==> config.mk <==
export PLATFORM = sky130hd
export DESIGN_NAME = mem_system
export DESIGN_NICKNAME = d
export VERILOG_FILES = /design/src/logic/mem_sys_pkg.sv /design/src/logic/mem_port_if.sv /design/src/logic/inst_cache.sv /design/src/logic/data_cache.sv /design/src/logic/mem_arbiter.sv /design/src/logic/mem_system.sv
export SDC_FILE = /design/constraint.sdc
export NUM_CORES = 2
export LEC_CHECK = 0
export BUFFER_PORTS_ARGS = -buffer_cell sky130_fd_sc_hd__clkbuf_2
export CORE_MARGIN = 2
export CORE_UTILIZATION = 30
export CTS_CLUSTER_DIAMETER = 200
export DETAILED_ROUTE_END_ITERATION = 8
export GPL_ROUTABILITY_DRIVEN = 0
export PLACE_DENSITY = 0.52
export REMOVE_ABC_BUFFERS = 1
export SYNTH_ARGS = -nofsm -noshare
export SYNTH_HDL_FRONTEND = slang
export SYNTH_MEMORY_MAX_BITS = 65536
export SYNTH_SLANG_ARGS = --single-unit
==> constraint.sdc <==
create_clock -name clock -period 23 [get_ports clock]
set_input_delay 6.9 -clock clock [delete_from_list [all_inputs] [get_ports clock]]
set_output_delay 6.9 -clock clock [all_outputs]
set_load 0.005 [all_outputs]
==> src/logic/mem_sys_pkg.sv <==
// memory system shared definitions
// bus commands, miss-handling states and bus widths
`default_nettype none

package mem_sys_pkg;

    ////////////////////////////////////////////////////////////
    // bus geometry
    ////////////////////////////////////////////////////////////

    // byte address
    localparam int ADDR_WIDTH = 32;
    // one doubleword per line and per memory beat
    localparam int LINE_WIDTH = 64;
    // zero tag means no tag
    localparam int MEM_TAG_WIDTH = 4;
    // byte offset inside a line
    localparam int LINE_OFFSET_BITS = 3;

    ////////////////////////////////////////////////////////////
    // encodings
    ////////////////////////////////////////////////////////////

    typedef enum logic [1:0] {
        BUS_NONE  = 2'h0,
        BUS_LOAD  = 2'h1,
        BUS_STORE = 2'h2
    } bus_command_e;

    // miss handling, shared by both caches
    typedef enum logic [1:0] {
        IDLE      = 2'h0,
        REQUEST   = 2'h1,
        WAIT_DATA = 2'h2
    } cache_state_e;

endpackage

`default_nettype wire

==> src/logic/mem_port_if.sv <==
// one requester's side of the shared memory port
// request goes toward the arbiter, response tag and load data come back
`default_nettype none

interface mem_port_if import mem_sys_pkg::*; ();

    // request, held by the cache until a nonzero response
    bus_command_e             command;
    logic [ADDR_WIDTH-1:0]    addr;
    logic [LINE_WIDTH-1:0]    wdata;

    // same-cycle accept tag, gated by the arbiter
    logic [MEM_TAG_WIDTH-1:0] response;
    // load return, broadcast to every requester
    logic [LINE_WIDTH-1:0]    rdata;
    logic [MEM_TAG_WIDTH-1:0] tag;

    modport requester (output command, addr, wdata, input response, rdata, tag);

    modport arbiter (input command, addr, wdata, output response, rdata, tag);

endinterface

`default_nettype wire

==> src/logic/inst_cache.sv <==
// direct-mapped read-only instruction cache
// zero-latency hits, one outstanding line fill at a time
`default_nettype none

module inst_cache import mem_sys_pkg::*; #(
    parameter int ICACHE_LINES = 32
) (
    input  wire logic                  clock,
    input  wire logic                  reset,
    input  wire logic [ADDR_WIDTH-1:0] fetch_addr,
    output logic      [LINE_WIDTH-1:0] fetch_data,
    output logic                       fetch_valid,
    mem_port_if.requester              mem_port
);

    localparam int IDX_BITS       = $clog2(ICACHE_LINES);
    localparam int LINE_ADDR_BITS = ADDR_WIDTH - LINE_OFFSET_BITS;
    localparam int TAG_BITS       = LINE_ADDR_BITS - IDX_BITS;

    // line storage
    logic [LINE_WIDTH-1:0]    line_data [ICACHE_LINES];
    logic [TAG_BITS-1:0]      line_tag [ICACHE_LINES];
    logic [ICACHE_LINES-1:0]  line_valid;

    cache_state_e             state;
    cache_state_e             state_next;
    // line address and memory tag of the miss in flight
    logic [LINE_ADDR_BITS-1:0] req_line;
    logic [MEM_TAG_WIDTH-1:0] pending_tag;

    logic [IDX_BITS-1:0]      fetch_index;
    logic [TAG_BITS-1:0]      fetch_tag;
    logic [IDX_BITS-1:0]      req_index;
    logic                     hit;
    logic                     accepted;
    logic                     fill;

    assign fetch_index = fetch_addr[LINE_OFFSET_BITS +: IDX_BITS];
    assign fetch_tag   = fetch_addr[ADDR_WIDTH-1 -: TAG_BITS];
    assign req_index   = req_line[IDX_BITS-1:0];

    // lookup, valid in any state
    assign hit         = line_valid[fetch_index] && (line_tag[fetch_index] == fetch_tag);
    assign fetch_data  = line_data[fetch_index];
    assign fetch_valid = hit;

    assign accepted = (state == REQUEST) && (mem_port.response != '0);
    assign fill     = (state == WAIT_DATA) && (mem_port.tag == pending_tag);

    // load request only while in REQUEST
    assign mem_port.command = (state == REQUEST) ? BUS_LOAD : BUS_NONE;
    assign mem_port.addr    = {req_line, {LINE_OFFSET_BITS{1'b0}}};
    assign mem_port.wdata   = '0;

    ////////////////////////////////////////////////////////////
    // miss FSM
    ////////////////////////////////////////////////////////////

    always_comb begin
        state_next = state;
        case (state)
            IDLE:      if (!hit) state_next = REQUEST;
            REQUEST:   if (accepted) state_next = WAIT_DATA;
            WAIT_DATA: if (fill) state_next = IDLE;
            default:   state_next = IDLE;
        endcase
    end

    always_ff @(posedge clock or posedge reset) begin
        if (reset) begin
            state      <= IDLE;
            line_valid <= '0;
        end else begin
            state <= state_next;
            if (fill) line_valid[req_index] <= 1'b1;
        end
    end

    // miss capture and line fill
    always_ff @(posedge clock) begin
        // a later change of fetch_addr does not disturb the fill
        if (state == IDLE && !hit) req_line <= fetch_addr[ADDR_WIDTH-1:LINE_OFFSET_BITS];
        if (accepted) pending_tag <= mem_port.response;
        if (fill) begin
            line_data[req_index] <= mem_port.rdata;
            line_tag[req_index]  <= req_line[LINE_ADDR_BITS-1 -: TAG_BITS];
        end
    end

endmodule

`default_nettype wire

==> src/logic/data_cache.sv <==
// direct-mapped write-through data cache, no write allocate
// doubleword loads fill on miss, every store goes out to memory
`default_nettype none

module data_cache import mem_sys_pkg::*; #(
    parameter int DCACHE_LINES = 16
) (
    input  wire logic                  clock,
    input  wire logic                  reset,
    input  wire bus_command_e          data_command,
    input  wire logic [ADDR_WIDTH-1:0] data_addr,
    input  wire logic [LINE_WIDTH-1:0] data_wdata,
    output logic      [LINE_WIDTH-1:0] data_rdata,
    output logic                       data_done,
    mem_port_if.requester              mem_port
);

    localparam int IDX_BITS       = $clog2(DCACHE_LINES);
    localparam int LINE_ADDR_BITS = ADDR_WIDTH - LINE_OFFSET_BITS;
    localparam int TAG_BITS       = LINE_ADDR_BITS - IDX_BITS;

    // line storage
    logic [LINE_WIDTH-1:0]    line_data [DCACHE_LINES];
    logic [TAG_BITS-1:0]      line_tag [DCACHE_LINES];
    logic [DCACHE_LINES-1:0]  line_valid;

    cache_state_e             state;
    cache_state_e             state_next;
    // the request being sent to memory
    bus_command_e             req_command;
    logic [LINE_ADDR_BITS-1:0] req_line;
    logic [MEM_TAG_WIDTH-1:0] pending_tag;

    logic [IDX_BITS-1:0]      data_index;
    logic [TAG_BITS-1:0]      data_tag;
    logic [IDX_BITS-1:0]      req_index;
    logic [TAG_BITS-1:0]      req_tag;
    logic                     is_load;
    logic                     is_store;
    logic                     hit;
    logic                     req_hit;
    logic                     accepted;
    logic                     store_accepted;
    logic                     fill;

    assign data_index = data_addr[LINE_OFFSET_BITS +: IDX_BITS];
    assign data_tag   = data_addr[ADDR_WIDTH-1 -: TAG_BITS];
    assign req_index  = req_line[IDX_BITS-1:0];
    assign req_tag    = req_line[LINE_ADDR_BITS-1 -: TAG_BITS];

    assign is_load  = (data_command == BUS_LOAD);
    assign is_store = (data_command == BUS_STORE);

    // lookup for the incoming request
    assign hit        = line_valid[data_index] && (line_tag[data_index] == data_tag);
    assign data_rdata = line_data[data_index];
    // lookup for the registered request, used by the store update
    assign req_hit    = line_valid[req_index] && (line_tag[req_index] == req_tag);

    assign accepted       = (state == REQUEST) && (mem_port.response != '0);
    assign store_accepted = accepted && (req_command == BUS_STORE);
    assign fill           = (state == WAIT_DATA) && (mem_port.tag == pending_tag);

    // load hit at once, store on acceptance
    assign data_done = ((state == IDLE) && is_load && hit) || store_accepted;

    // store data comes straight from the held request
    assign mem_port.command = (state == REQUEST) ? req_command : BUS_NONE;
    assign mem_port.addr    = {req_line, {LINE_OFFSET_BITS{1'b0}}};
    assign mem_port.wdata   = data_wdata;

    ////////////////////////////////////////////////////////////
    // request FSM
    ////////////////////////////////////////////////////////////

    always_comb begin
        state_next = state;
        case (state)
            IDLE: begin
                if (is_store || (is_load && !hit)) state_next = REQUEST;
            end
            REQUEST: begin
                // a store is finished once memory takes it
                if (store_accepted) state_next = IDLE;
                else if (accepted) state_next = WAIT_DATA;
            end
            WAIT_DATA: if (fill) state_next = IDLE;
            default:   state_next = IDLE;
        endcase
    end

    always_ff @(posedge clock or posedge reset) begin
        if (reset) begin
            state      <= IDLE;
            line_valid <= '0;
        end else begin
            state <= state_next;
            if (fill) line_valid[req_index] <= 1'b1;
        end
    end

    // request capture, line fill and store update
    always_ff @(posedge clock) begin
        if (state == IDLE && state_next == REQUEST) begin
            req_command <= data_command;
            req_line    <= data_addr[ADDR_WIDTH-1:LINE_OFFSET_BITS];
        end
        if (accepted) pending_tag <= mem_port.response;
        if (fill) begin
            line_data[req_index] <= mem_port.rdata;
            line_tag[req_index]  <= req_tag;
        end
        // keep a resident line in step with memory
        if (store_accepted && req_hit) line_data[req_index] <= data_wdata;
    end

endmodule

`default_nettype wire

==> src/logic/mem_arbiter.sv <==
// shares one tagged memory port between instruction and data caches
// registered ownership, the data cache wins
`default_nettype none

module mem_arbiter import mem_sys_pkg::*; (
    input  wire logic                     clock,
    input  wire logic                     reset,
    input  wire logic [MEM_TAG_WIDTH-1:0] mem_response,
    input  wire logic [LINE_WIDTH-1:0]    mem_rdata,
    input  wire logic [MEM_TAG_WIDTH-1:0] mem_tag,
    output bus_command_e                  mem_command,
    output logic      [ADDR_WIDTH-1:0]    mem_addr,
    output logic      [LINE_WIDTH-1:0]    mem_wdata,
    mem_port_if.arbiter                   i_port,
    mem_port_if.arbiter                   d_port
);

    // data cache asked last cycle, and the cycle before
    logic data_owner;
    logic prev_data_owner;

    always_ff @(posedge clock or posedge reset) begin
        if (reset) begin
            data_owner      <= 1'b0;
            prev_data_owner <= 1'b0;
        end else begin
            data_owner      <= (d_port.command != BUS_NONE);
            prev_data_owner <= data_owner;
        end
    end

    ////////////////////////////////////////////////////////////
    // request mux
    ////////////////////////////////////////////////////////////

    always_comb begin
        if (data_owner) begin
            mem_command = d_port.command;
            mem_addr    = d_port.addr;
            mem_wdata   = d_port.wdata;
        end else begin
            mem_command = i_port.command;
            mem_addr    = i_port.addr;
            mem_wdata   = i_port.wdata;
        end
    end

    // response only once ownership has settled
    // on a switch nobody sees the tag and the owner retries
    assign d_port.response = (data_owner && prev_data_owner) ? mem_response : '0;
    assign i_port.response = (!data_owner && !prev_data_owner) ? mem_response : '0;

    // each cache matches its own pending tag
    assign i_port.rdata = mem_rdata;
    assign i_port.tag   = mem_tag;
    assign d_port.rdata = mem_rdata;
    assign d_port.tag   = mem_tag;

endmodule

`default_nettype wire

==> src/logic/mem_system.sv <==
// memory system top level
// instruction and data caches sharing one tagged memory port
`default_nettype none

module mem_system import mem_sys_pkg::*; #(
    parameter int ICACHE_LINES = 32,
    parameter int DCACHE_LINES = 16
) (
    input  wire logic                     clock,
    input  wire logic                     reset,
    // fetch side
    input  wire logic [ADDR_WIDTH-1:0]    fetch_addr,
    output logic      [LINE_WIDTH-1:0]    fetch_data,
    output logic                          fetch_valid,
    // data side, held until data_done
    input  wire bus_command_e             data_command,
    input  wire logic [ADDR_WIDTH-1:0]    data_addr,
    input  wire logic [LINE_WIDTH-1:0]    data_wdata,
    output logic      [LINE_WIDTH-1:0]    data_rdata,
    output logic                          data_done,
    // main memory
    output bus_command_e                  mem_command,
    output logic      [ADDR_WIDTH-1:0]    mem_addr,
    output logic      [LINE_WIDTH-1:0]    mem_wdata,
    input  wire logic [MEM_TAG_WIDTH-1:0] mem_response,
    input  wire logic [LINE_WIDTH-1:0]    mem_rdata,
    input  wire logic [MEM_TAG_WIDTH-1:0] mem_tag
);

    // per-cache ports into the arbiter
    mem_port_if i_port ();
    mem_port_if d_port ();

    inst_cache #(
        .ICACHE_LINES(ICACHE_LINES)
    ) u_inst_cache (
        .clock(clock),
        .reset(reset),
        .fetch_addr(fetch_addr),
        .fetch_data(fetch_data),
        .fetch_valid(fetch_valid),
        .mem_port(i_port)
    );

    data_cache #(
        .DCACHE_LINES(DCACHE_LINES)
    ) u_data_cache (
        .clock(clock),
        .reset(reset),
        .data_command(data_command),
        .data_addr(data_addr),
        .data_wdata(data_wdata),
        .data_rdata(data_rdata),
        .data_done(data_done),
        .mem_port(d_port)
    );

    mem_arbiter u_mem_arbiter (
        .clock(clock),
        .reset(reset),
        .mem_response(mem_response),
        .mem_rdata(mem_rdata),
        .mem_tag(mem_tag),
        .mem_command(mem_command),
        .mem_addr(mem_addr),
        .mem_wdata(mem_wdata),
        .i_port(i_port),
        .d_port(d_port)
    );

endmodule

`default_nettype wire

==> flow_summary.json <==
{
  "p_sw_share_pct": 23.56,
  "pre_cts_ws_ps": 4242,
  "fin_cells": 15870,
  "regArea_mm2": 0.1308,
  "p_comb_share_pct": 8.4,
  "io_buffers": 422,
  "overflow": 0,
  "yosysMostFrequentCell": "edfxtp_1",
  "clockBufferDepth": 4,
  "num_rows": 277,
  "vias": 81290,
  "drt_iter0_markers": 9467,
  "die_y_um": 759.3,
  "peakVddDrop_uv": 70.08,
  "worstPathArrival_ps": 11800,
  "cp-endpoint": "fetch_valid",
  "drt-total-wl_mm": 503.4,
  "timing.rr.end": "u_data_cache.line_data[14][44]",
  "syn_area_per_cell_um2": 23.63,
  "synth-seq-cells": 4366,
  "finalSetupViolCount": 0,
  "fmax_mhz": 53.47,
  "drv_slew": 0,
  "p_int_mw": 13.74,
  "min_path_type": "flip-flop to flip-flop",
  "synth_cell_types": 69,
  "crit_type": "input pin to output port",
  "drtPass1Iterations": 5,
  "crit_path_start_kind": "input pin",
  "nNetsFinal": 8121,
  "drv_cap": 0,
  "synth.area.top_cells": "edfxtp_1 76%, mux4_2 18%, mux2i_1 0.89%",
  "crit_fanout": 68,
  "yosys.area_share.xor_xnor_pct": 0.4042,
  "synthSimpleGateAreaFrac_pct": 1.654,
  "setup.worst_path.end_class": "output port",
  "synth_common_cells": "4308 x edfxtp_1, 1367 x mux4_2, 229 x nand2_1, 179 x clkbuf_1, 152 x mux2i_1",
  "post-cts-setup-buffer-count": 0,
  "dieArea_mm2": 0.5766,
  "p_clk_share_pct": 40.4,
  "fp.dieW_um": 759.3,
  "seqPwrFrac_pct": 51.2,
  "power_switching_mw": 4.236,
  "cts-resized-gates": 0,
  "wire_per_inst_um": 31.73,
  "fillers": 52200,
  "worstMarginPinSlew_ps": 1265,
  "ys_seq_area_share_pct": 76.42,
  "tns_ps": 0,
  "slew_headroom_pct": 15.64,
  "synthCells": 7242,
  "grt_util_all_layers_pct": 16.91,
  "cts_hold_buf": 0,
  "hold_slack_ps": 470.0,
  "coreArea_mm2": 0.5687,
  "cts_tree": "done",
  "synth-edff-count": 4308,
  "muxShareOfSynthArea_pct": 19.77,
  "initial_utilization_pct": 30.10,
  "cts.sinks": 4366,
  "grt_max_degree": 138,
  "synth-async-reset-ratio_pct": 1.237,
  "reg2reg_slack_ps": 14640,
  "syn_area_mm2": 0.1712,
  "grt_pass1_vias": 84240,
  "numCtsBuffers": 444,
  "outcome": "finished clean",
  "dpl.hpwl_mm": 279.4,
  "fin_skew_ps": 81.05,
  "antenna_found_initial": 73,
  "postRouteAntennaNets": 0,
  "finalCritPeriodShare_pct": 81.32,
  "netlist.area_leader.share_pct": 75.58,
  "yosys.area_share.adder_pct": 0,
  "grt_pass1_wl_mm": 688.4,
  "clkTransAtPathRegs_ps": 60,
  "io_pins": 432,
  "r2r_cells": 12,
  "leakage_nw": 62.13,
  "power_density_mw_per_mm2": 90.72,
  "startpoint": "fetch_addr[3]",
  "via_per_inst": 5.123,
  "worst_slack_ps": 4297,
  "period_minus_slack_ps": 18700,
  "critical_path_required_ps": 16100,
  "synth_compound_area_share_pct": 0.7390,
  "drc_errors": 0,
  "multi_input_area_mm2": 0.03921,
  "ys_warn_count": 0,
  "clockRootBuffer": "clkbuf_16",
  "place_inst": 15000,
  "synth_top_family_by_area": "multiplexers",
  "rsz0062_at_grt": "false",
  "htreeDepth": 5,
  "area_growth_pct": 15.78,
  "final_hold_viol_count": 0,
  "clk_latency_ps": 1050,
  "synth_ff_type": "edfxtp_1",
  "synth_top_area_cell": "edfxtp_1",
  "drive_gt1_share_pct": 34.86
}
power by group through the flow:
| stage | logic (mW) | registers (mW) | clock network (mW) |
|---|---|---|---|
| floorplan | 0.766 | 9.33 | 0 |
| global placement | 1.52 | 9.36 | 0 |
| detailed placement | 1.54 | 9.38 | 0 |
| CTS | 1.54 | 9.21 | 7.42 |
| global route | 1.61 | 9.22 | 7.71 |
| finish | 1.50 | 9.21 | 7.27 |
logic make-up (layout without fill, tap and decap cells):
| kind of cell | after synthesis | after routing |
|---|---|---|
| AOI/OAI and AO/OA | 175 | 175 |
| xor gates and xnor gates | 79 | 79 |
| buffers and inverters | 408 | 1472 |
| DFF | 4366 | 4366 |
| muxes | 1634 | 1634 |
| other | 1 | 31 |
| and+or+nand+nor | 579 | 579 |
area by class of cell:
class | count | area share, %
Clock buffer | 527 | 5.795
Multi-Input combinational cell | 2470 | 19.79
Timing Repair Buffer | 623 | 1.987
Inverter | 12 | 0.03031
Sequential cell | 4366 | 66.01
Tap cell | 7533 | 4.756
Antenna cell | 28 | 0.03536
Clock inverter | 310 | 1.602
how the worst min path moves through the flow:
stage | start | endpoint | slack, ps | depth (start not counted)
after floorplan | u_inst_cache.line_valid[10] | u_inst_cache.line_valid[10] | 430 | 1
after global placement | u_inst_cache.line_valid[10] | u_inst_cache.line_valid[10] | 450 | 1
after detailed placement | u_inst_cache.line_valid[2] | u_inst_cache.line_valid[2] | 450 | 1
after CTS | u_inst_cache.line_valid[9] | u_inst_cache.line_valid[9] | 470 | 1
after global routing | u_inst_cache.line_valid[22] | u_inst_cache.line_valid[22] | 480 | 1
final | u_inst_cache.line_valid[9] | u_inst_cache.line_valid[9] | 470 | 1
metal layers:
layer	part of all wire (%)	wire length (µm)	up-vias	track usage (%)
li1	-	-	32500	-
met1	42	209000	45310	22.48
met2	50	251100	2786	28.96
met3	5.8	29270	683	2.666
met4	2.8	13970	16	4.401
met5	0.018	91	-	0
sequential cells by signal (all words and copies together) (netlist names), named ones only:
signal,count
u_data_cache.line_data,1024
u_data_cache.req_command,2
u_inst_cache.state,2
u_mem_arbiter.prev_data_owner,1
u_data_cache.line_valid,16
u_data_cache.line_tag,400
u_data_cache.pending_tag,4
u_inst_cache.line_valid,32
u_inst_cache.req_line,29
u_data_cache.state,2
u_data_cache.req_line,29
u_inst_cache.line_tag,768
u_inst_cache.line_data,2048
u_inst_cache.pending_tag,4
u_mem_arbiter.data_owner,1
critical path, stage by stage:
cell	delay, ps
buf_8	280
buf_12	480
buf_4	630
mux4_2	580
a32o_1	210
nor2_1	420
a21oi_1	140
or4b_1	540
or4_1	610
or2_2	350
nor2_1	310
clkbuf_2	190
layout by cell type, fill, tap and decap left out, types with 14 or more instances in the layout:
cell type | Yosys | routed
nand2_1 | 229 | 229
a211oi_4 | 0 | 16
o22ai_1 | 25 | 25
a211oi_1 | 32 | 16
mux2_2 | 51 | 51
or2_2 | 60 | 60
buf_12 | 0 | 19
clkinv_2 | 0 | 101
and2_1 | 76 | 76
a21oi_1 | 15 | 15
nor3_1 | 18 | 14
clkinv_1 | 2 | 107
nand2b_1 | 14 | 14
clkbuf_2 | 1 | 413
nor2_1 | 83 | 39
clkbuf_1 | 179 | 79
a22oi_1 | 26 | 26
dfrtp_1 | 54 | 53
clkbuf_16 | 0 | 446
edfxtp_1 | 4308 | 4308
bufinv_16 | 0 | 50
diode_2 | 0 | 28
xor2_1 | 40 | 40
buf_4 | 15 | 182
nor2b_1 | 23 | 23
nor2_4 | 0 | 44
o21ai_0 | 18 | 18
mux2_4 | 64 | 64
mux2i_1 | 152 | 152
mux4_2 | 1367 | 1367
xnor2_1 | 39 | 39
nand3_1 | 19 | 19
through the flow:
| step | power (mW) | utilization, % | cell area (µm²) |
|---|---|---|---|
| 2_1_floorplan | 10.09 | - | 169500 |
| 3_3_place_gp | 10.88 | 32.25 | 183400 |
| 3_5_place_dp | 10.92 | 32.25 | 183400 |
| 4_1_cts | 18.17 | 34.83 | 198100 |
| 5_1_grt | 18.54 | 34.83 | 198100 |
| 6_report | 17.98 | 34.84 | 198200 |
(Power assumes the default switching activity.)
